--- src/design/lsu_params.svh ---
`ifndef LSU_PARAMS_SVH
`define LSU_PARAMS_SVH

// data sram window
`define LSU_SRAM_BASE   (32'h8000_0000)
`define LSU_SRAM_WORDS  (1024)

// timer window, mtime low word at +0, high word at +4
`define LSU_CLINT_BASE  (32'h0200_0000)
`define LSU_CLINT_BYTES (8)

// cycles the sram holds ready low per request, 0 to 3
`define LSU_SRAM_WAIT   (1)

`endif

--- src/design/lsu_pkg.sv ---
`default_nettype none

package lsu_pkg;

    // access size, same encoding as the core's mask field
    typedef enum logic [1:0] {
        size_b = 2'b01,  // byte
        size_h = 2'b10,  // halfword
        size_w = 2'b11   // word
    } size_e;

    // slave selected by the address map
    typedef enum logic [1:0] {
        tgt_sram  = 2'd0,
        tgt_clint = 2'd1,
        tgt_none  = 2'd2  // unmapped
    } target_e;

    // one decoded access, 75 bits
    typedef struct packed {
        logic        we;          // store
        logic        sign;        // signed load
        size_e       size;
        logic [1:0]  offset;      // byte offset in word
        logic [29:0] word_addr;
        logic [3:0]  strb;
        logic [31:0] lane_wdata;  // store data in its byte lane
        target_e     target;
        logic        misaligned;
    } access_t;

endpackage

`default_nettype wire

--- src/design/lsu_load_align.sv ---
`timescale 1ns/1ps
`default_nettype none

module lsu_load_align (
    input  logic [31:0]       word,
    input  lsu_pkg::access_t  acc,
    output logic [31:0]       load_data
);

    logic [31:0] shifted;

    assign shifted = word >> {acc.offset, 3'b000};

    always_comb begin
        if (acc.we) begin
            load_data = '0;  // stores return nothing
        end else begin
            case (acc.size)
                lsu_pkg::size_b: begin
                    load_data = {{24{acc.sign & shifted[7]}}, shifted[7:0]};
                end
                lsu_pkg::size_h: begin
                    load_data = {{16{acc.sign & shifted[15]}}, shifted[15:0]};
                end
                lsu_pkg::size_w: begin
                    load_data = shifted;
                end
                default: begin
                    load_data = '0;
                end
            endcase
        end
    end

endmodule

`default_nettype wire

--- config.mk ---
export PLATFORM = sky130hd
export DESIGN_NAME = lsu_load_align
export DESIGN_NICKNAME = d
export VERILOG_FILES = /design/src/design/lsu_params.svh /design/src/design/lsu_pkg.sv /design/src/design/lsu_load_align.sv
export SDC_FILE = /design/constraint.sdc
export NUM_CORES = 1
export LEC_CHECK = 0
export BUFFER_PORTS_ARGS = -buffer_cell sky130_fd_sc_hd__buf_2
export CORE_ASPECT_RATIO = 2
export CORE_MARGIN = 3
export CORE_UTILIZATION = 32
export DETAILED_ROUTE_END_ITERATION = 8
export PLACE_DENSITY = 0.95
export SYNTH_ARGS = -nofsm -noshare
export SYNTH_HDL_FRONTEND = slang
export SYNTH_SLANG_ARGS = --single-unit
--- constraint.sdc ---
create_clock -name vclk -period 4.3
set_input_delay 0.86 -clock vclk [all_inputs]
set_output_delay 0.86 -clock vclk [all_outputs]
set_load 0.01 [all_outputs]
==> run summary, run 1 <==
Yosys top cell area share -> 12.1%
final period utilization -> 80.6%
most instantiated cells after synthesis -> nand2_1, a211oi_1, a21oi_1
first-pass GRT wire length -> 4820 µm
PwrDens -> 93.5 nW/µm²
CP peak stage delay -> 0.56 ns
via count -> 1157
Overall Global Routing Usage -> 16.8%
synthesized instance count -> 132
drt first pass iters -> 2
relative slew slack -> 57.3%
maximum clock rate -> 288 MHz
status -> finished clean
layout clock buffer count -> 0
Initial DRC Count -> 11
initial antenna violation count -> 0
Most Frequent Cell on Critical Path -> buf_2
RSZ-0062 raised after global routing -> no
MaxCap Viol Count -> 0
P_leak -> 0.580 nW
cell taking the most area after synthesis -> a211oi_1
Starting Density -> 33.8%
CP max stage cell -> nor2b_1
total gr overflow -> 0
Post-DP Area -> 1190 µm²
FFs & Latches -> 0
Post-Syn Nets -> 239
final setup fails -> 0
CTS resizes -> 0
CP max FO -> 27
fin area -> 1190 µm²
min Tclk post-route -> 3.47 ns
Die ar. -> 3410 µm²
worst slew pin tran -> 0.640 ns
Die Ht -> 79.7 µm
Area Overhead vs Synth -> 37.2%
critical path class -> in -> out
Hold Violations, Final -> 0
Seq/Total Area, Yosys -> 0%
Critical Path RT -> 3.44 ns
Final Max Tran Viols -> 0
RePlAce Congestion -> 0.822
Post-Syn Area -> 868 µm²
Max IR drop VDD -> 0.0433 mV
Avg Cell Area, Syn -> 6.58 µm²
die width -> 42.8 µm
dominant cells by area after synthesis -> a211oi_1, mux2i_1, mux2_2
Buf+Inv Stages, Crit Path -> 2
Design Power -> 0.111 mW
vias per cell -> 5.33
Hold WS -> 2.07 ns
final core occ -> 46.3%
CP arrival -> 2.61 ns
IO buf count -> 70
share of cells above drive strength 1 -> 48.1%
most common cell in the netlist -> nand2_1
postcts setup bufs -> 0
Final nets -> 298
antenna diode count -> 0
Routed Antenna Nets -> 0
Routed WL -> 3070 µm
Placeable Area -> 2570 µm²
# rows -> 26
drt wl/cell -> 14.1 µm
hold buffers post-CTS -> 0
register area -> 0 µm²
Post-DP HPWL -> 2500 µm
Worst path top cell family by delay -> simple AND/OR/NAND/NOR gates
TNS Setup -> 0 ns
CP Cell Sequence -> buf_2, and3b_1, nor2b_1, nand2_1, a21oi_2, buf_2
drt drc -> 0
startpoint types -> input pin
pin count of the biggest net entering global routing -> 39
YS warnings -> 0
vias in the first global route -> 1176
Hold Crit Class -> in -> out
nature of the critical path endpoint -> primary output
num ports -> 139
Filler cells -> 275
Yosys cell types -> 24
routing by layer:
metal | GRT usage [%] | vias to the layer above | part of all wire (%)
met5 | 0 | - | 0
li1 | - | 590 | -
met3 | 4.51 | 2 | 11
met2 | 29.2 | 56 | 46
met4 | 3.74 | 0 | 0.75
met1 | 20.0 | 509 | 42
worst paths after layout:
check,startpoint,to,slack [ns],depth (start not counted)
max,acc[70],load_data[27],0.83,6
min,word[31],load_data[31],2.07,4
report_power, final:
part | internal (mW) | leakage [nW] | switching (mW)
Combinational | 0.0494 | 0.580 | 0.0620
Clock | 0 | 0 | 0
Sequential | 0 | 0 | 0
kinds of logic after synthesis:
group | Yosys count | synth area share [%]
simple gates | 50 | 29.8
compound gates | 49 | 39.3
mux | 18 | 21.9
buf+inv | 15 | 8.93
placed cells by master, fill, tap and decap left out, drive strengths merged:
master	count
nand2	19
mux2	8
nor2	7
o21ai	7
mux2i	10
nand3	1
nand3b	2
buf	71
nor2b	10
and2b	1
o21bai	1
a211o	1
and3b	1
and4b	1
and2	7
a21oi	24
inv	1
a211oi	14
o22ai	1
or3b	1
o311a	1
final cells by class:
class	instances	area (µm²)	area share, %
well taps	28	35.0	2.94
multi-input cells	117	795	66.7
inverters	1	3.75	0.315
repair buffers	71	358	30.0
metrics by stage:
stage                     setup WS (ns)  instances
after floorplan                    1.45        132
after global placement            0.824        217
after detailed placement          0.824        217
after CTS                         0.803        217
after global routing              0.667        217
final                             0.833        217
tightest hold or removal path: stages:
cell and delay (ns):
buf_2 0.11, nand2_1 0.05, a21oi_1 0.05, buf_2 0.13
(Power assumes the default switching activity.)
==> run 2, diff against run 1 <==
- CORE_UTILIZATION: 32 -> 30
- clock period: 4.3 -> 3.6 ns (I/O delays scaled with it)
==> run 2 against run 1 <==
Net effect: hold slack got worse by 0.27 ns; critical path depth unchanged; first-iteration DRC count increased by 140%; non-clock buffer count increased by 2; die area increased by 5.9%; combinational power increased by 21%; total power increased by 20%; final cell count increased by 1.4%; flip-flop and latch count unchanged; via count increased by 0.69%; final area increased by 1.4%; critical endpoint is now load_data[29].
==> run summary, run 2 (synthesis gave the netlist of run 1 again) <==
status -> finished clean
CTS resizes -> 0 (unchanged)
Placed Instances -> 220 (+1.4%)
final std cells w/o fill -> 220 (+1.4%)
IO buf count -> 70 (unchanged)
Starting Density -> 31.3% (-2.4 points)
Hold Violations, Final -> 0 (unchanged)
commonest non-fill, non-tap cell in the layout -> buf_2
critical path class -> in -> out
postcts setup bufs -> 0 (unchanged)
share of cells above drive strength 1 -> 48.7% (+0.54 points)
num ports -> 139 (unchanged)
drt first pass iters -> 4 (+2)
first-pass GRT wire length -> 4610 µm (-4.3%)
relative slew slack -> 58.6% (+1.2 points)
RePlAce Congestion -> 0.815 (-0.80%)
# rows -> 27 (+3.8%)
Placeable Area -> 2770 µm² (+7.8%)
CP max FO -> 14 (-48%)
Final Max Tran Viols -> 0 (unchanged)
Hold Crit Class -> in -> out
nature of the critical path endpoint -> primary output
vias per cell -> 5.30 (-0.68%)
min Tclk post-route -> 3.04 ns
Routed Antenna Nets -> 0 (unchanged)
total gr overflow -> 0 (unchanged)
Hold WS -> 1.79 ns (-0.272 ns)
startpoint types -> input pin
Die ar. -> 3620 µm² (+5.9%)
layout clock buffer count -> 0 (unchanged)
pre-CTS setup slack -> 0.551 ns (-0.274 ns)
maximum clock rate -> 329 MHz
Die Ht -> 82.1 µm (+3.0%)
die width -> 44.0 µm (+2.8%)
Overall Global Routing Usage -> 15.6% (-1.3 points)
most frequent cells in the layout -> buf_2, nand2_1, a21oi_1, a211oi_1
CP arrival -> 2.32 ns (-0.29 ns)
pin count of the biggest net entering global routing -> 38 (-2.6%)
fin area -> 1210 µm² (+1.4%)
Filler cells -> 299 (+8.7%)
antenna diode count -> 0 (unchanged)
Post-DP HPWL -> 2450 µm (-2.1%)
Max IR drop VDD -> 0.0412 mV (-4.9%)
PwrDens -> 111 nW/µm² (+18%)
drt wl/cell -> 13.5 µm (-4.4%)
hold buffers post-CTS -> 0 (unchanged)
final period utilization -> 84.5%
FFs & Latches -> 0 (unchanged)
Routed WL -> 2970 µm (-3.1%)
Initial DRC Count -> 26 (+15)
register area -> 0 µm² (unchanged)
Post-DP Area -> 1210 µm² (+1.4%)
Final nets -> 300 (+0.67%)
vias in the first global route -> 1040 (-12%)
Final WS setup -> 0.558 ns (-0.274 ns)
initial antenna violation count -> 0 (unchanged)
final core occ -> 43.6% (-2.8 points)
TNS Setup -> 0 ns (unchanged)
RSZ-0062 raised after global routing -> no
Critical Path RT -> 2.88 ns (-0.56 ns)
P_leak -> 0.590 nW (+1.7%)
Area Overhead vs Synth -> 39.0%
final setup fails -> 0 (unchanged)
via count -> 1165 (+0.69%)
Design Power -> 0.134 mW (+20%)
drt drc -> 0 (unchanged)
MaxCap Viol Count -> 0 (unchanged)
multi-input combinational cell area -> 795 µm² (unchanged)
worst slew pin tran -> 0.620 ns (-0.0199 ns)
==> run 2: critical path: stages <==
cell	delay [ns]
buf_2	0.21
and3b_1	0.37
nor2b_1	0.57
nand2_1	0.15
a21oi_2	0.16
buf_2	0.14
==> run 2: worst paths after layout <==
path,start,endpoint,slack (ns),cells past startpoint
max,acc[72],load_data[29],0.56,6
min,word[31],load_data[31],1.79,4
==> run 2: layer usage <==
metal / track usage (%) / part of all wire [%] / wire, µm / vias to the layer above
li1: - / - / - / 595
met4: 1.81 / 0 / 0 / 0
met2: 24.9 / 44 / 1310 / 63
met3: 5.70 / 13 / 389 / 0
met1: 20.3 / 43 / 1280 / 507
met5: 0 / 0 / 0 / -
==> run 2: layout make-up <==
class,instances,area share [%]
multi-input cells,117,65.8
repair buffers,73,30.9
well taps,29,3.01
inverters,1,0.311
==> run 2: power by group <==
group          total, mW  switching, mW  leakage (nW)  internal, mW
clock network          0              0             0             0
logic              0.134         0.0734         0.590        0.0603
registers              0              0             0             0
total              0.134         0.0734         0.590        0.0603
