File: src/design/lsu_params.svh
`ifndef LSU_PARAMS_SVH
`define LSU_PARAMS_SVH

// data sram window
`define LSU_SRAM_BASE   (32'h8000_0000)
`define LSU_SRAM_WORDS  (1024)

// timer window, mtime low word at +0, high word at +4
`define LSU_CLINT_BASE  (32'h0200_0000)
`define LSU_CLINT_BYTES (8)

// cycles the sram holds ready low per request, 0 to 3
`define LSU_SRAM_WAIT   (1)

`endif

File: src/design/lsu_bus_if.sv
`timescale 1ns/1ps
`default_nettype none

interface lsu_bus_if;

    logic        valid;
    logic        ready;
    logic        we;
    logic [31:0] addr;   // byte address, word aligned
    logic [31:0] wdata;
    logic [3:0]  strb;
    logic        rvalid; // one cycle pulse
    logic [31:0] rdata;
    logic        err;

    modport master (
        output valid, we, addr, wdata, strb,
        input  ready, rvalid, rdata, err
    );

    modport slave (
        input  valid, we, addr, wdata, strb,
        output ready, rvalid, rdata, err
    );

endinterface

`default_nettype wire

File: src/design/lsu_clint.sv
`timescale 1ns/1ps
`default_nettype none

module lsu_clint (
    input  logic       clk,
    input  logic       rst_n,
    lsu_bus_if.slave   bus
);

    logic [63:0] mtime;
    logic        xfer;

    assign bus.ready = 1'b1;  // never stalls
    assign xfer      = bus.valid && bus.ready;

    always_ff @(posedge clk or negedge rst_n) begin
        if (!rst_n) begin
            mtime      <= '0;
            bus.rvalid <= 1'b0;
            bus.err    <= 1'b0;
        end else begin
            mtime      <= mtime + 64'd1;
            bus.rvalid <= xfer;
            if (xfer) begin
                bus.err <= bus.we;  // mtime is read-only here
            end
        end
    end

    always_ff @(posedge clk) begin
        if (xfer) begin
            if (bus.we) begin
                bus.rdata <= '0;
            end else begin
                bus.rdata <= bus.addr[2] ? mtime[63:32] : mtime[31:0];
            end
        end
    end

endmodule

`default_nettype wire

File: src/flat_wrapper.sv
// flat-port wrapper written by rule: the top's interface ports become plain ports
module lsu_clint_flat 
  (clk, rst_n, bus_valid, bus_we, bus_addr, bus_wdata, bus_strb, bus_ready, bus_rvalid, bus_rdata, bus_err);
  lsu_bus_if bus_i ();
  input  logic clk;
  input  logic rst_n;
  input wire logic [$bits(bus_i.valid)-1:0] bus_valid;
  input wire logic [$bits(bus_i.we)-1:0] bus_we;
  input wire logic [$bits(bus_i.addr)-1:0] bus_addr;
  input wire logic [$bits(bus_i.wdata)-1:0] bus_wdata;
  input wire logic [$bits(bus_i.strb)-1:0] bus_strb;
  output wire logic [$bits(bus_i.ready)-1:0] bus_ready;
  output wire logic [$bits(bus_i.rvalid)-1:0] bus_rvalid;
  output wire logic [$bits(bus_i.rdata)-1:0] bus_rdata;
  output wire logic [$bits(bus_i.err)-1:0] bus_err;
  assign bus_i.valid = bus_valid;
  assign bus_i.we = bus_we;
  assign bus_i.addr = bus_addr;
  assign bus_i.wdata = bus_wdata;
  assign bus_i.strb = bus_strb;
  assign bus_ready = bus_i.ready;
  assign bus_rvalid = bus_i.rvalid;
  assign bus_rdata = bus_i.rdata;
  assign bus_err = bus_i.err;
  lsu_clint u_core (.clk(clk), .rst_n(rst_n), .bus(bus_i));
endmodule
File: config.mk
export PLATFORM = sky130hd
export DESIGN_NAME = lsu_clint_flat
export DESIGN_NICKNAME = d
export VERILOG_FILES = /design/src/design/lsu_params.svh /design/src/design/lsu_bus_if.sv /design/src/design/lsu_clint.sv /design/src/flat_wrapper.sv
export SDC_FILE = /design/constraint.sdc
export NUM_CORES = 1
export LEC_CHECK = 0
export BUFFER_PORTS_ARGS = -buffer_cell sky130_fd_sc_hd__buf_4
export CORE_ASPECT_RATIO = 1.75
export CORE_MARGIN = 4
export CORE_UTILIZATION = 41
export CTS_BUF_LIST = sky130_fd_sc_hd__clkbuf_2 sky130_fd_sc_hd__clkbuf_4 sky130_fd_sc_hd__clkbuf_8
export CTS_CLUSTER_DIAMETER = 80
export DETAILED_ROUTE_END_ITERATION = 6
export PLACE_DENSITY_LB_ADDON = 0.1
export SETUP_SLACK_MARGIN = 0.1
export SYNTH_ARGS = -nofsm -noshare
export SYNTH_HDL_FRONTEND = slang
export SYNTH_SLANG_ARGS = --single-unit
File: constraint.sdc
create_clock -name clk -period 1.8 [get_ports clk]
set_input_delay 0.36 -clock clk [delete_from_list [all_inputs] [get_ports clk]]
set_output_delay 0.36 -clock clk [all_outputs]
set_load 0.02 [all_outputs]
==> impl_results.md <==
- Status: finished, violations left
- Violated checks: negative setup slack
- Slowest stage delay, CP: roughly 0.43 ns
- CP endpoint kind: register
- Area share of fa/ha/maj cells after synthesis: 0.2740%
- Longest Clk Path Bufs: 2
- Hold path start: bus_valid
- Reg2Reg Depth: 6
- Post-synthesis mux area share: 7.260%
- Seq pwr share: 57.7%
- R2R Setup Slk: -0.1 ns
- Skew final: 0.008957 ns
- Clock Sinks: 98
- Compound-Gate Fraction of Synth Area: 0%
- Final core utilization: 60.58%
- Hold Vio Cnt, Final: 0
- Post-synthesis xor/xnor area fraction: between 10 and 15%
- Clock power share: between 30% and 40%
- Clk root buf: clkbuf_8
- Fmax: roughly 530 MHz
- WHS: 0.2956 ns
- CP delay by family, top: simple AND/OR/NAND/NOR gates
- Die width: 87.78 µm
- Number of global-route vias before repair: 3,670
- Layout area overhead: 43.56%
- Syn_area_per_cell: between 10 and 15 µm²
- Ports: 107
- Dpl hpwl: around 8500 µm
- CTS tree: done
- Dpl ws: -0.09074 ns
- Lkg Pwr: 3.256 nW
- Clk_lat worst skew: 0.37 ns
- Netlist cell types: 30
- Min-delay worst type: input port to register
- Drc violations: 0
- Hold Path End: u_core.bus.rvalid
- Hold path depth: 1
- Area of the core: 10,820 µm²
- Final antenna-violating net count: 0
- Routed vias: 3,480
- Router iterations before antenna repair: 4
- Crit path max fanout: 7
- Max VDD drop: approximately 0.42 mV
- Register area share after synthesis: 57.21%
- First-pass GRT wire length: 18,840 µm
- CP bufs+invs: 1
- Final worst path period need: about 1.9 ns
- Pwr Density: 620.7 nW/µm²
- RSZ-0062 raised after global routing: true
- Period utilisation layout: 105.4%
- Worst Slack Setup Final: -0.09662 ns
- Cts bufs inserted: 9
- Simple-gate share of the synthesized area: 21.56%
- Cells after synthesis: 380
- Port bufs: 38
- Final setup violation count: 14
- Fin. max-slew vios: 0
- Largest net degree at the start of global routing: 39
- Max-slew headroom at the worst pin: 62.93%
- Die area: 12,960 µm²
- H-tree depth: 3
- Syn Std Cell Area: 4567 µm²
- Via density: 5.186
- Most common cell after layout, fill and taps aside: buf_4
- Data required time at the worst endpoint: 2.10 ns
- DR WL/cell: 17.76 µm
- Die Ht: 147.6 µm
- Starting DRT DRC Count: 174
- Post-Route WL: 11,920 µm
- YS warnings: 0
- Critical Path Source Type: register
- Slowest library cell on the worst path: dfrtp_1
- Critical Path, Cell by Cell: nand4_1, buf_4, nor4_4, nand4_4, nor3_2, xor2_1
- NumNets Final: just over 600
- R2R Path Start: u_core.mtime[15]
- Initial antenna violation count: 0
- Share of layout cells above drive strength 1: a little under half
- Diodes inserted: 0
- Internal: 3.137 mW
- Crit Path Category: register to register
- Switching share of power: 22.93%
- All-layer global routing usage: 19.35%
- Commonest non-fill, non-tap cells in the layout: buf_4 (137), dfrtp_1 (64), nor2_1 (41)
- Number of fill cells in the layout: between 900 and 1k
- CP arrival: approximately 2.2 ns
- Mapped Nets: ~450
- Starting density of the core: 42.20%
- Clk slew on worst S/H paths: 0.10 ns
- Row cnt: 50
- FF-to-FF End: u_core.mtime[49]
- Final Wtd Congestion: 0.8222
- Synthesized flop and latch total: a little under 100
- Grt total ovfl: 0
- Worst-Margin Slew: 0.5560 ns
- Comb power frac: 5.8%
- Largest family of logic cells by synthesized area: simple AND/OR/NAND/NOR gates
- Number of max-cap violations: 0
- P_sw: around 930 µW
## worst register-to-register path: stages (launching register included)
cell and delay [ns]:
dfrtp_1 0.43, nand4_1 0.26, buf_4 0.23, nor4_4 0.33
nand4_4 0.22, nor3_2 0.20, xor2_1 0.15
## metal layers
layer  part of all wire [%]  GRT usage (%)  vias up
met2                     58          36.03       64
met5                      0              0        -
met3                    2.5          2.844       20
met4                    2.2          7.527        0
met1                     37          21.35     1742
li1                       -              -     1654
## sequential cells by signal, summed over array words and instances, names as in the netlist
signal,count
u_core.mtime,64
u_core.bus.rdata,32
u_core.bus.err,1
u_core.bus.rvalid,1
## power by group through the flow
| stage | logic, mW | registers [mW] | clock network [mW] |
|---|---|---|---|
| 4_1_cts | 0.240 | 2.35 | 1.53 |
| 6_report | 0.234 | 2.35 | 1.49 |
| 3_3_place_gp | 0.235 | 2.39 | 0 |
| 2_1_floorplan | 0.0486 | 2.45 | 0 |
| 5_1_grt | 0.251 | 2.35 | 1.62 |
| 3_5_place_dp | 0.238 | 2.40 | 0 |
## stage by stage
step                      total power, mW  area [µm²]  std cells  setup TNS [ns]
final                               4.070        6556        671         -0.5984
after global routing                4.223        6556        671          -2.402
after CTS                           4.121        6257        664         -0.3308
after detailed placement            2.634        5782        637         -0.4212
after global placement              2.630        5782        637         -0.2992
after floorplan                     2.498        4614        380               0
## layout make-up
| class | count | area (µm²) | area share, % |
|---|---|---|---|
| tap | 130 | 162.7 | 2.481 |
| clock inverter | 4 | 51.30 | 0.7824 |
| sequential | 98 | 2615 | 39.89 |
| multi-input combinational | 265 | 2292 | 34.96 |
| clock buffer | 12 | 152.6 | 2.328 |
| inverter | 7 | 26.28 | 0.4008 |
| timing repair buffer | 155 | 1256 | 19.16 |
## logic make-up (layout without fill, tap and decap cells)
family        after synthesis  in the layout
fa+ha+maj                   1              1
mux                        33             33
simple gates              168            168
flops                      98             98
other cells                 1              1
xor+xnor                   62             62
buf+inv                    17            178
## worst max-delay path by stage
stage                     slack, ns  cells after the start               end              from
final                          -0.1                      6  u_core.mtime[49]  u_core.mtime[15]
after global routing          -0.16                      6  u_core.mtime[47]  u_core.mtime[15]
after CTS                     -0.05                      6  u_core.mtime[33]  u_core.mtime[15]
after detailed placement      -0.09                      6  u_core.mtime[58]   u_core.mtime[8]
after global placement        -0.09                      6  u_core.mtime[58]   u_core.mtime[7]
after floorplan                0.06                      6  u_core.mtime[34]   u_core.mtime[0]
## repair_timing
action / in CTS / in global routing
endpoints found under the setup margin: 38 / 44
gates cloned: 0 / 0
hold endpoints to repair: 36 / 0
hold buffers: 1 / 0
buffers inserted: 10 / 7
gates resized for setup: 39 / 52
pin swaps: 13 / 25
## synthesized netlist by cell type
master | number | share of area [%]
dfrtp_1 | 66 | 36
nor2_1 | 52 | 4.3
edfxtp_1 | 32 | 21
mux2i_1 | 32 | 7.0
xor2_1 | 31 | 5.9
xnor2_1 | 30 | 5.8
nand2_1 | 26 | 2.1
nand3_1 | 22 | 2.4
nand4_1 | 18 | 2.5
and3_1 | 8 | 1.1
clkbuf_1 | 8 | 0.66
nor4_1 | 8 | 1.1
inv_1 | 7 | 0.58
nor3_1 | 6 | 0.66
nor4_2 | 6 | 1.6
and4_1 | 4 | 0.77
and3_2 | 3 | 0.49
nand3_2 | 3 | 0.66
nor4_4 | 3 | 1.4
buf_4 | 2 | 0.33
nand4_2 | 2 | 0.55
nand4_4 | 2 | 0.93
nor3_2 | 2 | 0.44
and4_4 | 1 | 0.25
conb_1 | 1 | 0.082
ha_1 | 1 | 0.27
mux2_2 | 1 | 0.25
or2_2 | 1 | 0.14
or4_1 | 1 | 0.16
xor2_2 | 1 | 0.36
Note: power is estimated with default switching activity, not from simulation.
