$ cat config.mk
export PLATFORM = sky130hd
export DESIGN_NAME = lsu_bus_master_flat
export DESIGN_NICKNAME = d
export VERILOG_FILES = /design/src/design/lsu_params.svh /design/src/design/lsu_pkg.sv /design/src/design/lsu_bus_if.sv /design/src/design/lsu_bus_master.sv /design/src/flat_wrapper.sv
export SDC_FILE = /design/constraint.sdc
export NUM_CORES = 1
export LEC_CHECK = 0
export BUFFER_PORTS_ARGS = -buffer_cell sky130_fd_sc_hd__buf_2
export CAP_MARGIN = 20
export CORE_AREA = 3 3 152 154
export CTS_BUF_LIST = sky130_fd_sc_hd__clkbuf_16
export CTS_CLUSTER_DIAMETER = 120
export DETAILED_ROUTE_END_ITERATION = 8
export DIE_AREA = 0 0 155 157
export GPL_TIMING_DRIVEN = 0
export PLACE_DENSITY_LB_ADDON = 0.05
export SETUP_SLACK_MARGIN = 0.2
export SLEW_MARGIN = 20
export SYNTH_ARGS = -nofsm -noshare
export SYNTH_HDL_FRONTEND = slang
export SYNTH_SLANG_ARGS = --single-unit
$ cat constraint.sdc
create_clock -name clk -period 5 [get_ports clk]
set_clock_uncertainty 0.1 [all_clocks]
set_input_delay 0.75 -clock clk [delete_from_list [all_inputs] [get_ports clk]]
set_output_delay 0.75 -clock clk [all_outputs]
set_load 0.005 [all_outputs]
$ cat src/design/lsu_params.svh
`ifndef LSU_PARAMS_SVH
`define LSU_PARAMS_SVH

// data sram window
`define LSU_SRAM_BASE   (32'h8000_0000)
`define LSU_SRAM_WORDS  (1024)

// timer window, mtime low word at +0, high word at +4
`define LSU_CLINT_BASE  (32'h0200_0000)
`define LSU_CLINT_BYTES (8)

// cycles the sram holds ready low per request, 0 to 3
`define LSU_SRAM_WAIT   (1)

`endif

$ cat src/design/lsu_pkg.sv
`default_nettype none

package lsu_pkg;

    // access size, same encoding as the core's mask field
    typedef enum logic [1:0] {
        size_b = 2'b01,  // byte
        size_h = 2'b10,  // halfword
        size_w = 2'b11   // word
    } size_e;

    // slave selected by the address map
    typedef enum logic [1:0] {
        tgt_sram  = 2'd0,
        tgt_clint = 2'd1,
        tgt_none  = 2'd2  // unmapped
    } target_e;

    // one decoded access, 75 bits
    typedef struct packed {
        logic        we;          // store
        logic        sign;        // signed load
        size_e       size;
        logic [1:0]  offset;      // byte offset in word
        logic [29:0] word_addr;
        logic [3:0]  strb;
        logic [31:0] lane_wdata;  // store data in its byte lane
        target_e     target;
        logic        misaligned;
    } access_t;

endpackage

`default_nettype wire

$ cat src/design/lsu_bus_if.sv
`timescale 1ns/1ps
`default_nettype none

interface lsu_bus_if;

    logic        valid;
    logic        ready;
    logic        we;
    logic [31:0] addr;   // byte address, word aligned
    logic [31:0] wdata;
    logic [3:0]  strb;
    logic        rvalid; // one cycle pulse
    logic [31:0] rdata;
    logic        err;

    modport master (
        output valid, we, addr, wdata, strb,
        input  ready, rvalid, rdata, err
    );

    modport slave (
        input  valid, we, addr, wdata, strb,
        output ready, rvalid, rdata, err
    );

endinterface

`default_nettype wire

$ cat src/design/lsu_bus_master.sv
`timescale 1ns/1ps
`default_nettype none

module lsu_bus_master (
    input  logic              clk,
    input  logic              rst_n,
    input  logic              req_valid,
    input  lsu_pkg::access_t  acc,
    output logic              req_ready,
    lsu_bus_if.master         sram,
    lsu_bus_if.master         clint,
    output logic              rsp_valid,
    output logic [31:0]       rsp_word,
    output logic              rsp_err,
    output lsu_pkg::access_t  rsp_acc
);

    typedef enum logic [1:0] {
        st_idle = 2'd0,
        st_req  = 2'd1,
        st_wait = 2'd2,
        st_resp = 2'd3
    } state_e;

    state_e           state_q;
    lsu_pkg::access_t acc_q;
    logic [31:0]      word_q;
    logic             err_q;

    logic accept;
    logic acc_err;
    logic sel_sram;
    logic sel_ready;
    logic sel_rvalid;
    logic [31:0] sel_rdata;
    logic sel_err;

    assign req_ready = (state_q == st_idle);
    assign accept    = req_valid && req_ready;
    assign acc_err   = acc.misaligned || (acc.target == lsu_pkg::tgt_none);

    // response mux on the captured target
    assign sel_sram   = (acc_q.target == lsu_pkg::tgt_sram);
    assign sel_ready  = sel_sram ? sram.ready  : clint.ready;
    assign sel_rvalid = sel_sram ? sram.rvalid : clint.rvalid;
    assign sel_rdata  = sel_sram ? sram.rdata  : clint.rdata;
    assign sel_err    = sel_sram ? sram.err    : clint.err;

    // only the chosen bus sees valid
    assign sram.valid  = (state_q == st_req) && sel_sram;
    assign sram.we     = acc_q.we;
    assign sram.addr   = {acc_q.word_addr, 2'b00};
    assign sram.wdata  = acc_q.lane_wdata;
    assign sram.strb   = acc_q.strb;

    assign clint.valid = (state_q == st_req) && (acc_q.target == lsu_pkg::tgt_clint);
    assign clint.we    = acc_q.we;
    assign clint.addr  = {acc_q.word_addr, 2'b00};
    assign clint.wdata = acc_q.lane_wdata;
    assign clint.strb  = acc_q.strb;

    always_ff @(posedge clk or negedge rst_n) begin
        if (!rst_n) begin
            state_q <= st_idle;
        end else begin
            case (state_q)
                st_idle: begin
                    if (accept) begin
                        state_q <= acc_err ? st_resp : st_req; // errors skip the bus
                    end
                end
                st_req: begin
                    if (sel_ready) begin
                        state_q <= st_wait;
                    end
                end
                st_wait: begin
                    if (sel_rvalid) begin
                        state_q <= st_resp;
                    end
                end
                default: state_q <= st_idle;
            endcase
        end
    end

    always_ff @(posedge clk) begin
        if (accept) begin
            acc_q  <= acc;
            word_q <= '0;
            err_q  <= acc_err;
        end else if ((state_q == st_wait) && sel_rvalid) begin
            word_q <= sel_rdata;
            err_q  <= sel_err;
        end
    end

    assign rsp_valid = (state_q == st_resp);
    assign rsp_word  = word_q;
    assign rsp_err   = err_q;
    assign rsp_acc   = acc_q;

endmodule

`default_nettype wire

$ cat src/flat_wrapper.sv
// flat-port wrapper written by rule: the top's interface ports become plain ports
module lsu_bus_master_flat 
  (clk, rst_n, req_valid, acc, req_ready, rsp_valid, rsp_word, rsp_err, rsp_acc, sram_valid, sram_we, sram_addr, sram_wdata, sram_strb, sram_ready, sram_rvalid, sram_rdata, sram_err, clint_valid, clint_we, clint_addr, clint_wdata, clint_strb, clint_ready, clint_rvalid, clint_rdata, clint_err);
  lsu_bus_if sram_i ();
  lsu_bus_if clint_i ();
  input  logic clk;
  input  logic rst_n;
  input  logic req_valid;
  input  lsu_pkg::access_t acc;
  output logic req_ready;
  output logic rsp_valid;
  output logic [31:0] rsp_word;
  output logic rsp_err;
  output lsu_pkg::access_t rsp_acc;
  output wire logic [$bits(sram_i.valid)-1:0] sram_valid;
  output wire logic [$bits(sram_i.we)-1:0] sram_we;
  output wire logic [$bits(sram_i.addr)-1:0] sram_addr;
  output wire logic [$bits(sram_i.wdata)-1:0] sram_wdata;
  output wire logic [$bits(sram_i.strb)-1:0] sram_strb;
  input wire logic [$bits(sram_i.ready)-1:0] sram_ready;
  input wire logic [$bits(sram_i.rvalid)-1:0] sram_rvalid;
  input wire logic [$bits(sram_i.rdata)-1:0] sram_rdata;
  input wire logic [$bits(sram_i.err)-1:0] sram_err;
  output wire logic [$bits(clint_i.valid)-1:0] clint_valid;
  output wire logic [$bits(clint_i.we)-1:0] clint_we;
  output wire logic [$bits(clint_i.addr)-1:0] clint_addr;
  output wire logic [$bits(clint_i.wdata)-1:0] clint_wdata;
  output wire logic [$bits(clint_i.strb)-1:0] clint_strb;
  input wire logic [$bits(clint_i.ready)-1:0] clint_ready;
  input wire logic [$bits(clint_i.rvalid)-1:0] clint_rvalid;
  input wire logic [$bits(clint_i.rdata)-1:0] clint_rdata;
  input wire logic [$bits(clint_i.err)-1:0] clint_err;
  assign sram_valid = sram_i.valid;
  assign sram_we = sram_i.we;
  assign sram_addr = sram_i.addr;
  assign sram_wdata = sram_i.wdata;
  assign sram_strb = sram_i.strb;
  assign sram_i.ready = sram_ready;
  assign sram_i.rvalid = sram_rvalid;
  assign sram_i.rdata = sram_rdata;
  assign sram_i.err = sram_err;
  assign clint_valid = clint_i.valid;
  assign clint_we = clint_i.we;
  assign clint_addr = clint_i.addr;
  assign clint_wdata = clint_i.wdata;
  assign clint_strb = clint_i.strb;
  assign clint_i.ready = clint_ready;
  assign clint_i.rvalid = clint_rvalid;
  assign clint_i.rdata = clint_rdata;
  assign clint_i.err = clint_err;
  lsu_bus_master u_core (.clk(clk), .rst_n(rst_n), .req_valid(req_valid), .acc(acc), .req_ready(req_ready), .sram(sram_i), .clint(clint_i), .rsp_valid(rsp_valid), .rsp_word(rsp_word), .rsp_err(rsp_err), .rsp_acc(rsp_acc));
endmodule
==> qor.txt <==
Global-route wire length before repair: 26590 µm
Setup WS pre-CTS: 2.354 ns
CTS Sinks: 110
Metal3 WL: 1420 µm
Post-DP HPWL: 15430 µm
CTS Buffer Depth: 2
Root buffer cell: clkbuf_16
CP required: 4.15 ns
Register area share after synthesis: 57.75%
Die Y: 157 µm
# placed instances: 1109
Area delta synth->final: 51.73%
CP Class: flip-flop to output pin
Overall global routing resource usage: 14.37%
CTS tree: yes
Maxcap violations: 0
R2r startpoint: u_core.state_q[0]$_DFFE_PN0P_
Reg2Reg Setup Slack: 2.43 ns
DR iter-0 viols: 153
Global route total overflow: 0
Post-cts repair resize count: 0
Fillers: 2272
Hold crit path type: input pin to asynchronous set/reset pin
Hold slack: 0.06887 ns
Mapped Area: 5147 µm²
PortBufs: 393
Cell variety after synth: 31
Worst R2R Path Depth: 6
Pin count of the biggest net entering global routing: 33
Unrepaired setup endpoints after global routing: false
Post-CTS Setup Inserts: 0
Total clock buffers created by CTS: 9
Initial Util: 23.59%
VDD IR-drop max: 0.1736 mV
Post-synth top cells: buf_4 (140), edfxtp_1 (76), o21ai_0 (37)
Hold buffers post-CTS: 0
Setup-failing EPs final: 0
Synthesized area per cell: 11.94 µm²
Status: finished, final reports clean
Fin. Hold Viols: 0
Pins Over Slew Limit: 0
Cell row count: 54
NumNets Final: 994
Vias in the first global route: 4388
Worst skew pair latency: 0.35 ns
Yosys reg bits: 110
Worst path arrival time: 2.02 ns
H-Tree Depth: 3
Slew @ Worst Pin: 0.7192 ns
Fin Setup TNS: 0 ns
Routed Antenna Nets: 0
Final WL: 18700 µm
Top cells by area, synth: edfxtp_1 (44%), buf_4 (20%), dfxtp_1 (12%), a311oi_2 (5.0%), o21ai_0 (3.6%)
Placer Congestion: 0.8279
Core region area: 21820 µm²
Antenna violations before repair: 5
Top-Level Pins: 398
Worst R2R End: u_core.clint.wdata[21]$_DFFE_PP_
Most common cell in the netlist: buf_4
Pwr/cell area: 446.2 nW/µm²
Via count: 4490
Crit end category: output pin
Die area: 24340 µm²
Post-synth top area cell: edfxtp_1
LEAKAGE: 3.739 nW
Worst-path clk slew: 0.08 ns
Layout cells sized above 1: 68.52%
EDFF count, synth: 76
Yosys warnings: 0
Largest fanout on the critical path: 10
Final Non-Filler Cells: 1129
Pre-antenna DRT Iters: 4
Fin crit share: 57.38%
Synth Flop Type: edfxtp_1
Wl on met1: 6806 µm
Slack of the critical path: 2.131 ns
Vias/cell: 3.977
Tmin final: 2.869 ns
Post-Synthesis Cells: 431
Metal2 WL: 10050 µm
Top-area cell type share of the netlist area: 44.34%
Asr flop ratio synth: 1.818%
Fmax: 0.3485 GHz
Routed WL per cell: 16.56 µm
Crit start category: flip-flop
Rel. slew slack: 52.05%
DRC: 0
Highest metal used: met5
Chip Width: 155 µm
==> worst max path at each step <==
stage	start	to	slack, ns	cells past startpoint
after global routing	u_core.rsp_acc[2]$_DFFE_PP_	sram_valid	1.93	5
after CTS	u_core.rsp_acc[2]$_DFFE_PP_	sram_valid	2.07	5
after detailed placement	req_valid	u_core.clint.wdata[13]$_DFFE_PP_	2.35	5
after floorplan	req_valid	u_core.clint.addr[10]$_DFFE_PP_	0.93	3
final	u_core.rsp_acc[2]$_DFFE_PP_	sram_valid	2.13	5
after global placement	req_valid	u_core.rsp_acc[71]$_DFFE_PP_	-0.52	4
==> power by group <==
part	switching, W	internal, W
registers	0.000148	0.00126
clock network	0.000357	0.000345
logic	0.000648	0.000730
total	0.00115	0.00233
==> metrics by stage <==
step | area, µm² | total power (W) | utilization [%]
detailed placement | 7517 | 0.002839 | 34.45
floorplan | 5159 | 0.002173 | -
finish | 7810 | 0.003485 | 35.79
global placement | 7476 | 0.002838 | 34.26
CTS | 7800 | 0.003559 | 35.74
global route | 7810 | 0.003732 | 35.79
==> sequential cells by signal (all words and copies together) (netlist names) <==
signal,cells
u_core.rsp_err,1
u_core.rsp_acc,8
u_core.state_q,2
u_core.clint.wdata,32
u_core.rsp_word,32
u_core.clint.strb,4
u_core.clint.we,1
u_core.clint.addr,30
==> per-layer routing <==
metal,track usage [%],up-vias
met5,0,-
met4,5.677,2
met3,3.657,23
met2,26.86,211
met1,15.51,2070
li1,-,2184
==> worst max-delay path, stage by stage, from the launching register on <==
cell and delay, ns:
edfxtp_1 0.43, buf_2 0.21, nor2_2 0.31, clkbuf_1 0.43, and2_1 0.19, buf_2 0.11
==> layout make-up <==
cell class | instances | area, µm² | area share (%)
timing repair buffer | 395 | 2007 | 25.70
inverter | 4 | 15.01 | 0.1922
clock inverter | 7 | 57.56 | 0.7369
antenna | 4 | 10.01 | 0.1282
tap | 280 | 350.3 | 4.486
sequential | 110 | 2973 | 38.06
multi-input combinational | 160 | 1023 | 13.10
clock buffer | 9 | 225.2 | 2.884
buffer | 160 | 1149 | 14.71
==> cell usage in the layout, fill, tap and decap left out, types with 4 or more instances in the layout <==
master | netlist | routed
a311oi_2 | 17 | 17
clkbuf_1 | 12 | 12
dfxtp_1 | 32 | 32
buf_4 | 140 | 140
diode_2 | 0 | 4
clkinvlp_4 | 0 | 4
buf_2 | 5 | 399
a311oi_1 | 15 | 15
o21ai_0 | 37 | 37
nand2_1 | 32 | 32
inv_1 | 4 | 4
clkbuf_16 | 0 | 9
nor2_1 | 33 | 33
ha_1 | 6 | 6
conb_1 | 1 | 4
edfxtp_1 | 76 | 76
==> kinds of logic after synthesis <==
kind of cell	count (synthesis)	synth area share (%)
buf+inv	164	22.58
flops	110	57.75
simple gates	75	6.029
compound gates	73	11.69
fa+ha+maj	6	1.458
mux	2	0.4132
other cells	1	0.07285
Power figures use the tool's default switching activity.
