==> src/design/lsu_params.svh <==
`ifndef LSU_PARAMS_SVH
`define LSU_PARAMS_SVH

// data sram window
`define LSU_SRAM_BASE   (32'h8000_0000)
`define LSU_SRAM_WORDS  (1024)

// timer window, mtime low word at +0, high word at +4
`define LSU_CLINT_BASE  (32'h0200_0000)
`define LSU_CLINT_BYTES (8)

// cycles the sram holds ready low per request, 0 to 3
`define LSU_SRAM_WAIT   (1)

`endif

==> src/design/lsu_pkg.sv <==
`default_nettype none

package lsu_pkg;

    // access size, same encoding as the core's mask field
    typedef enum logic [1:0] {
        size_b = 2'b01,  // byte
        size_h = 2'b10,  // halfword
        size_w = 2'b11   // word
    } size_e;

    // slave selected by the address map
    typedef enum logic [1:0] {
        tgt_sram  = 2'd0,
        tgt_clint = 2'd1,
        tgt_none  = 2'd2  // unmapped
    } target_e;

    // one decoded access, 75 bits
    typedef struct packed {
        logic        we;          // store
        logic        sign;        // signed load
        size_e       size;
        logic [1:0]  offset;      // byte offset in word
        logic [29:0] word_addr;
        logic [3:0]  strb;
        logic [31:0] lane_wdata;  // store data in its byte lane
        target_e     target;
        logic        misaligned;
    } access_t;

endpackage

`default_nettype wire

==> src/design/lsu_access_decode.sv <==
`timescale 1ns/1ps
`default_nettype none

`include "lsu_params.svh"

module lsu_access_decode (
    input  logic              req_we,
    input  logic              req_sign,
    input  lsu_pkg::size_e    req_size,
    input  logic [31:0]       req_addr,
    input  logic [31:0]       req_wdata,
    output lsu_pkg::access_t  acc
);

    localparam logic [31:0] sram_end  = `LSU_SRAM_BASE + 32'(4 * `LSU_SRAM_WORDS);
    localparam logic [31:0] clint_end = `LSU_CLINT_BASE + 32'(`LSU_CLINT_BYTES);

    logic in_sram;
    logic in_clint;

    assign in_sram  = (req_addr >= `LSU_SRAM_BASE) && (req_addr < sram_end);
    assign in_clint = (req_addr >= `LSU_CLINT_BASE) && (req_addr < clint_end);

    always_comb begin
        acc            = '0;
        acc.we         = req_we;
        acc.sign       = req_sign;
        acc.size       = req_size;
        acc.offset     = req_addr[1:0];
        acc.word_addr  = req_addr[31:2];
        acc.lane_wdata = req_wdata << {req_addr[1:0], 3'b000};

        case (req_size)
            lsu_pkg::size_b: begin
                acc.strb       = 4'b0001 << req_addr[1:0];
                acc.misaligned = 1'b0;
            end
            lsu_pkg::size_h: begin
                acc.strb       = req_addr[1] ? 4'b1100 : 4'b0011;
                acc.misaligned = req_addr[0]; // odd halfword
            end
            lsu_pkg::size_w: begin
                acc.strb       = 4'b1111;
                acc.misaligned = |req_addr[1:0];
            end
            default: begin
                acc.strb       = 4'b0000;
                acc.misaligned = 1'b1;        // no size, reject
            end
        endcase

        if (in_sram) begin
            acc.target = lsu_pkg::tgt_sram;
        end else if (in_clint) begin
            acc.target = lsu_pkg::tgt_clint;
        end else begin
            acc.target = lsu_pkg::tgt_none;
        end
    end

endmodule

`default_nettype wire

==> config.mk <==
export PLATFORM = sky130hd
export DESIGN_NAME = lsu_access_decode
export DESIGN_NICKNAME = d
export VERILOG_FILES = /design/src/design/lsu_pkg.sv /design/src/design/lsu_access_decode.sv
export VERILOG_INCLUDE_DIRS = /design/src /design/src/design
export SDC_FILE = /design/constraint.sdc
export NUM_CORES = 1
export LEC_CHECK = 0
export ABC_AREA = 1
export BUFFER_PORTS_ARGS = -buffer_cell sky130_fd_sc_hd__buf_2
export CAP_MARGIN = 20
export CORE_ASPECT_RATIO = 1.2
export CORE_MARGIN = 5
export CORE_UTILIZATION = 35
export DETAILED_ROUTE_END_ITERATION = 8
export PLACE_DENSITY_LB_ADDON = 0.15
export SYNTH_ARGS = -nofsm -noshare
export SYNTH_HDL_FRONTEND = slang
export SYNTH_SLANG_ARGS = --single-unit
==> constraint.sdc <==
create_clock -name vclk -period 1.4
set_input_delay 0.21 -clock vclk [all_inputs]
set_output_delay 0.21 -clock vclk [all_outputs]
set_load 0.005 [all_outputs]
==> impl_metrics.yaml, run 1 <==
timing:
  fin_setup_tns_ns: 0
  final_hold_viol_count: 0
  timing_limited_maximum_frequency_mhz: 780.5
  setup-violations-final: 0
  slew_viol_final: 0
  tightestPinTransition_ns: 0.2573
  setup_repair_after_global_routing_missed_its_margin: "no"
  maxSlewHeadroom: 0.8280
  final_worst_path_period_need_ns: 1.281
  final.period_utilization: 0.9151
die:
  die_height_um: 70.03
  die_area_mm2: 0.004204
  fp.coreArea_mm2: 0.002838
  start_util: 0.3704
  floorplan.io_pins: 143
  chipWidth_um: 60.03
  fp-row-count: 21
critical_path:
  timing.critical_path.required_ns: 1.19
  cpLargestDelayFamily: "buffers and inverters"
  path_cells: "clkbuf_4 -> buf_4 -> o21ai_0 -> inv_1 -> o21ai_1 -> buf_2"
  worstPathArrival_ns: 1.07
  stage_delay_of_the_slowest_cell_on_the_critical_path_ns: 0.18
  crit_fanout: 9
  worst_path_max_delay_cell: "clkbuf_4"
  worst_setup_path_end_kind: "output port"
  worstPathBufferInverterCount: 4
  startpoint_type: "input port"
  crit_type: "input port to output port"
power:
  pwr_density_cell_mw_per_mm2: 299.0
  p_leak_nw: 0.9540
  share_comb_of_total_power: 1.000
  net_sw_power_w: 0.0002266
  clock_power_share: 0
  p_int_w: 0.0002179
  max-vdd-ir-drop_v: 0.0001654
  finalPower_w: 0.0004445
  net_switching_share_of_the_total_power: 0.5098
  power_frac_seq: 0
drt:
  drt_drc_violations_left: 0
  wire_length_per_cell_um: 11.29
  drt-pass1-iter-count: 4
  vias: 1495
  final_antenna_net_count: 0
  dr.first_iter.drc_count: 44
  detail_route.wirelength_um: 3770
  vias_per_cell: 4.476
global_route:
  grt_util_met2: 0.3089
  busiest_layer: "met2"
  global_route.usage.met1: 0.1897
  grt_use_total: 0.1579
  use_met3: 0.01105
  grt_max_degree: 18
  antenna_found_initial: 0
  grt_overflow_total: 0
  grt_pass1_wl_um: 5685
  grt_pass1_vias: 1379
logic_synthesis:
  synth_most_common_cell: "nor2_1"
  syn-num-nets: 269
  synth_area_leaders: "buf_4, nor2_1, nand2_1, inv_1, o221ai_1"
  synth_sequential_area_ratio: 0
  postSynthCellCount: 201
  area_of_the_mapped_netlist_mm2: 0.001051
  ys_top_cells_by_count: "nor2_1, buf_4, nand2_1, inv_1, o21ai_1"
  yosys_warnings: 0
  synth_cell_types: 17
  postSynthAreaPerCell_um2: 5.229
  top_cell_type_by_total_area_after_synthesis: "buf_4"
  synthDominantCellAreaShare: 0.2643
place:
  gp_congestion: 0.8007
  port_buffers: 137
  place_hpwl_um: 3328
cells_and_area:
  combined_flip_flop_and_latch_cell_area_um2: 0
  final_layout_size_suffix_gt1_frac: 0.4933
  areaGrowthSynthToFinish_pct: 41.43
  layout.nets: 370
  n_antenna_cell: 0
  seq_cell_count: 0
  clock_buffer_count: 0
hold_path:
  worstHoldPathType: "input port to output port"
clocking:
  cts_post_setup_buffers_inserted: 0
run_status:
  result_of_the_run: "completed"
flow_run:
  maxCapViolCount: 0
-- power groups by stage --
stage | clock, W | combinational, W | sequential, W
after floorplan | 0 | 0.000272 | 0
after global placement | 0 | 0.000447 | 0
after detailed placement | 0 | 0.000445 | 0
after CTS | 0 | 0.000448 | 0
after global routing | 0 | 0.000501 | 0
final | 0 | 0.000445 | 0
-- final cells by class --
type | instances | area, µm²
Fill cell | 336 | 1351
Inverter | 31 | 118.9
Multi-Input combinational cell | 126 | 591.8
Tap cell | 34 | 42.54
Timing Repair Buffer | 143 | 733.2
-- placed cells by master (no fill, tap or decap), types with 6 or more instances in the layout --
master and count:
o221ai_1 8, nand2_1 37, nor2_1 46, o21ai_0 10, a31oi_1 9, buf_2 136
inv_1 29, o21ai_1 11, buf_4 6
-- stage by stage --
step,setup WS [ns],hold slack [ns],std cells,area (µm²),util
after floorplan,0.3807,0.4947,201,1051,-
after global placement,0.1202,0.4200,334,1475,0.5198
after detailed placement,0.1145,0.4200,334,1475,0.5198
after CTS,0.1052,0.4200,334,1475,0.5198
after global routing,0.02410,0.4200,334,1486,0.5238
final,0.1188,0.4200,334,1486,0.5238
-- kinds of logic (layout without fill, tap and decap cells) --
kind of cell | count (synthesis) | count (layout) | synth area share
buffers and inverters | 75 | 174 | 0.4452
AND/OR/NAND/NOR | 88 | 88 | 0.3345
AO/OA/AOI/OAI | 38 | 38 | 0.2202
-- what timing repair did --
item | 4_1_cts | 5_1_grt
gates resized for setup | 0 | 2
endpoints found under the setup margin | 0 | 1
hold buffers | 0 | 0
-- layer usage --
metal	vias up	wire length [µm]
met3	0	485
met4	0	0
met2	84	1835
met5	-	0
met1	616	1450
li1	795	-
-- worst paths after layout --
kind  cells after the start      end         from  slack, ns
max                       6  acc[27]  req_addr[0]       0.12
min                       0  acc[73]     req_sign       0.42
Power figures use the tool's default switching activity.
==> run 2, diff against run 1 <==
Settings changed: CELL_PAD_IN_SITES_DETAIL_PLACEMENT from default to 1, CELL_PAD_IN_SITES_GLOBAL_PLACEMENT from default to 1, CORE_UTILIZATION 35 to 19.
==> run 2 against run 1 <==
Global-route usage shrank 3.4 points. Sequential cell count unchanged. Core utilization is 24 points lower. Critical endpoint is now acc[28]. Critical path type unchanged. Sequential share of layout area is the same. Clock-buffer cell count did not move. Final area rose by 2.2%.
==> impl_metrics.yaml, run 2 (same netlist as run 1, synthesis figures left out) <==
run_status:
  result_of_the_run: "completed"
cells_and_area:
  final_cells: 363
  clock_buffer_count: 0
  utilization: 0.2848
  final.fill_count: 756
  final_layout_size_suffix_gt1_frac: 0.4950
  areaGrowthSynthToFinish_pct: 44.52
  n_antenna_cell: 0
  layout.cells.most_common: "buf_2"
  seq_cell_count: 0
  layout.nets: 371
  layout_common_cells: "buf_2, nor2_1, nand2_1"
  combined_flip_flop_and_latch_cell_area_um2: 0
power:
  max-vdd-ir-drop_v: 0.00008631
  pwr_density_cell_mw_per_mm2: 301.0
  p_leak_nw: 0.9585
die:
  die_area_mm2: 0.007125
  start_util: 0.1970
  die_height_um: 91.48
  fp.coreArea_mm2: 0.005334
  fp-row-count: 29
  chipWidth_um: 77.90
  floorplan.io_pins: 143
place:
  port_buffers: 137
  gp_congestion: 0.7818
  dpl.cell_count: 362
  place_hpwl_um: 4164
  pre_cts_ws_ns: 0.06350
global_route:
  grt_pass1_vias: 1593
  grt_pass1_wl_um: 7624
  grt_use_total: 0.1237
  grt_max_degree: 20
  antenna_found_initial: 1
  grt_overflow_total: 0
hold_path:
  worst_hold_path.endpoint: "acc[39]"
  hold-path-cell-count: 0
  min-delay-start: "req_addr[2]"
  worstHoldPathType: "input port to output port"
critical_path:
  timing.critical_path.required_ns: 1.19
  crit_fanout: 9
  startpoint_type: "input port"
  worst_setup_path_end_kind: "output port"
  crit_type: "input port to output port"
  worstPathArrival_ns: 1.08
drt:
  wire_length_per_cell_um: 13.52
  drt_drc_violations_left: 0
  dr.first_iter.drc_count: 20
  drt-pass1-iter-count: 4
  vias_per_cell: 4.292
  detail_route.wirelength_um: 4907
  final_antenna_net_count: 0
  vias: 1558
timing:
  setup_repair_after_global_routing_missed_its_margin: "no"
  maxSlewHeadroom: 0.8414
  tightestPinTransition_ns: 0.2377
  final.period_utilization: 0.9241
  fin_setup_tns_ns: 0
  layout_setup_ws_ns: 0.1063
  final_hold_viol_count: 0
  setup-violations-final: 0
  slew_viol_final: 0
  timing_limited_maximum_frequency_mhz: 773.0
  final_worst_path_period_need_ns: 1.294
clocking:
  cts_post_setup_buffers_inserted: 0
  post_cts.resized_instances: 0
  holdBufCountCts: 0
flow_run:
  maxCapViolCount: 0
## run 2: per-layer routing
| layer | routed length, µm | global-route usage |
|---|---|---|
| met2 | 2509 | 0.2416 |
| met5 | 13 | 0 |
| met1 | 1760 | 0.1294 |
| met4 | 29 | 0.005634 |
| met3 | 594 | 0.04653 |
## run 2: report_power, final
part           switching (W)  internal (W)
sequential                 0             0
clock                      0             0
combinational       0.000239      0.000218
## run 2: critical path: stages
cell	delay, ns
clkbuf_4	0.17
buf_4	0.17
o21ai_0	0.16
inv_1	0.07
o21ai_1	0.15
buf_2	0.14
## run 2: per-stage QoR
stage	hold slack [ns]	instance area, µm²	power, W
final	0.4200	1519	0.0004572
after global routing	0.4200	1519	0.0005225
after CTS	0.4200	1510	0.0004666
after detailed placement	0.4200	1510	0.0004647
after global placement	0.4200	1510	0.0004633
after floorplan	0.4947	1051	0.0002720
## run 2: worst max path at each step
stage           startpoint  endpoint  cells after the start
2_1_floorplan  req_addr[1]   acc[27]                      6
4_1_cts        req_addr[0]   acc[20]                      6
3_3_place_gp   req_addr[0]   acc[20]                      6
6_report       req_addr[0]   acc[28]                      6
5_1_grt        req_addr[0]   acc[27]                      6
3_5_place_dp   req_addr[0]   acc[20]                      6
## run 2: cell type report
| class | count | area (µm²) | share of cell area |
|---|---|---|---|
| Tap cell | 62 | 77.57 | 0.05107 |
| Inverter | 31 | 118.9 | 0.07825 |
| Multi-Input combinational cell | 127 | 589.3 | 0.3880 |
| Timing Repair Buffer | 143 | 733.2 | 0.4827 |
==> run 3, diff against run 2 <==
Settings changed: PLACE_DENSITY from default to 0.95, PLACE_DENSITY_LB_ADDON 0.15 to default.
==> run 3 against run 2 <==
Global-route usage up 0.60 points. Largest cell class unchanged. Sequential share of layout area unchanged. Core utilization up 0.45 points.
==> impl_metrics.yaml, run 3 (same netlist as run 1, synthesis figures left out) <==
place:
  port_buffers: 137
  gp_congestion: 0.8131
  place_hpwl_um: 4564
  pre_cts_ws_ns: 0.1033
  dpl.cell_count: 361
critical_path:
  worstPathBufferInverterCount: 3
  worst_setup_path_end_kind: "output port"
  worstPathArrival_ns: 1.06
  path_cells: "clkbuf_4 -> inv_2 -> nand2_2 -> o221ai_1 -> buf_2"
  worst_path_max_delay_cell: "o221ai_1"
  cpLargestDelayFamily: "buffers and inverters"
  crit_type: "input port to output port"
  crit_fanout: 9
  startpoint_type: "input port"
  stage_delay_of_the_slowest_cell_on_the_critical_path_ns: 0.22
  timing.critical_path.required_ns: 1.19
cells_and_area:
  layout_common_cells: "buf_2, nor2_1, nand2_1"
  clock_buffer_count: 0
  final.fill_count: 762
  final_layout_size_suffix_gt1_frac: 0.4916
  areaGrowthSynthToFinish_pct: 46.79
  seq_cell_count: 0
  layout.nets: 369
  n_antenna_cell: 0
  combined_flip_flop_and_latch_cell_area_um2: 0
  final_cells: 361
  layout.cells.most_common: "buf_2"
power:
  max-vdd-ir-drop_v: 0.0001190
  p_leak_nw: 0.9655
  pwr_density_cell_mw_per_mm2: 309.2
flow_run:
  maxCapViolCount: 0
die:
  fp-row-count: 29
  fp.coreArea_mm2: 0.005334
  floorplan.io_pins: 143
  die_height_um: 91.48
  chipWidth_um: 77.90
  die_area_mm2: 0.007125
  start_util: 0.1970
timing:
  tightestPinTransition_ns: 0.2608
  setup_repair_after_global_routing_missed_its_margin: "no"
  layout_setup_ws_ns: 0.1274
  final_hold_viol_count: 0
  setup-violations-final: 0
  maxSlewHeadroom: 0.8257
  slew_viol_final: 0
  timing_limited_maximum_frequency_mhz: 785.8
  final_worst_path_period_need_ns: 1.273
  fin_setup_tns_ns: 0
  final.period_utilization: 0.9090
drt:
  drt-pass1-iter-count: 4
  wire_length_per_cell_um: 14.24
  vias: 1620
  final_antenna_net_count: 0
  detail_route.wirelength_um: 5140
  vias_per_cell: 4.488
  drt_drc_violations_left: 0
  dr.first_iter.drc_count: 25
hold_path:
  min-delay-start: "req_sign"
  worstHoldPathType: "input port to output port"
  worst_hold_path.endpoint: "acc[73]"
  hold-path-cell-count: 0
global_route:
  grt_max_degree: 18
  antenna_found_initial: 0
  grt_use_total: 0.1297
  grt_pass1_vias: 1649
  grt_overflow_total: 0
  grt_pass1_wl_um: 7852
run_status:
  result_of_the_run: "completed"
clocking:
  holdBufCountCts: 0
-- run 3: cell count changes in the layout (fill, tap and decap cells not counted) --
cell | before | now
buf_12 | 0 | 3
nor2_2 | 1 | 0
buf_4 | 6 | 2
-- run 3: worst max-delay path by stage --
stage | startpoint | end | slack [ns] | cells past startpoint
floorplan | req_addr[1] | acc[27] | 0.38 | 6
global route | req_addr[0] | acc[22] | 0.01 | 5
CTS | req_addr[0] | acc[33] | 0.1 | 6
finish | req_addr[0] | acc[22] | 0.13 | 5
detailed placement | req_addr[0] | acc[33] | 0.10 | 6
global placement | req_addr[0] | acc[0] | 0.13 | 5
-- run 3: report_power, final --
part           switching, W  total, W  internal [W]
clock                     0         0             0
combinational      0.000250  0.000477      0.000227
sequential                0         0             0
-- run 3: cell type report --
| type | instances | area (µm²) | area share |
|---|---|---|---|
| multi-input combinational | 126 | 583.1 | 0.3779 |
| tap | 62 | 77.57 | 0.05028 |
| inverter | 31 | 118.9 | 0.07705 |
| timing repair buffer | 142 | 763.2 | 0.4947 |
-- run 3: stage by stage --
stage / util / instance area [µm²] / hold slack, ns / power [W]
2_1_floorplan: - / 1051 / 0.4947 / 0.0002720
3_3_place_gp: 0.2888 / 1540 / 0.4200 / 0.0004704
3_5_place_dp: 0.2888 / 1540 / 0.4200 / 0.0004833
4_1_cts: 0.2888 / 1540 / 0.4200 / 0.0004852
5_1_grt: 0.2892 / 1543 / 0.4200 / 0.0005329
6_report: 0.2892 / 1543 / 0.4200 / 0.0004770
-- run 3: per-layer routing --
layer	GRT usage	wire length [µm]	vias up
met2	0.2563	2518	113
li1	-	-	793
met1	0.1418	1947	714
met3	0.03861	675	0
met4	0	0	0
met5	0	0	-
-- run 3: what timing repair did --
item / in CTS / in global routing
endpoints found under the setup margin: 0 / 2
hold endpoints to repair: 0 / 0
gates resized for setup: 0 / 1
setup buffers: 0 / 0
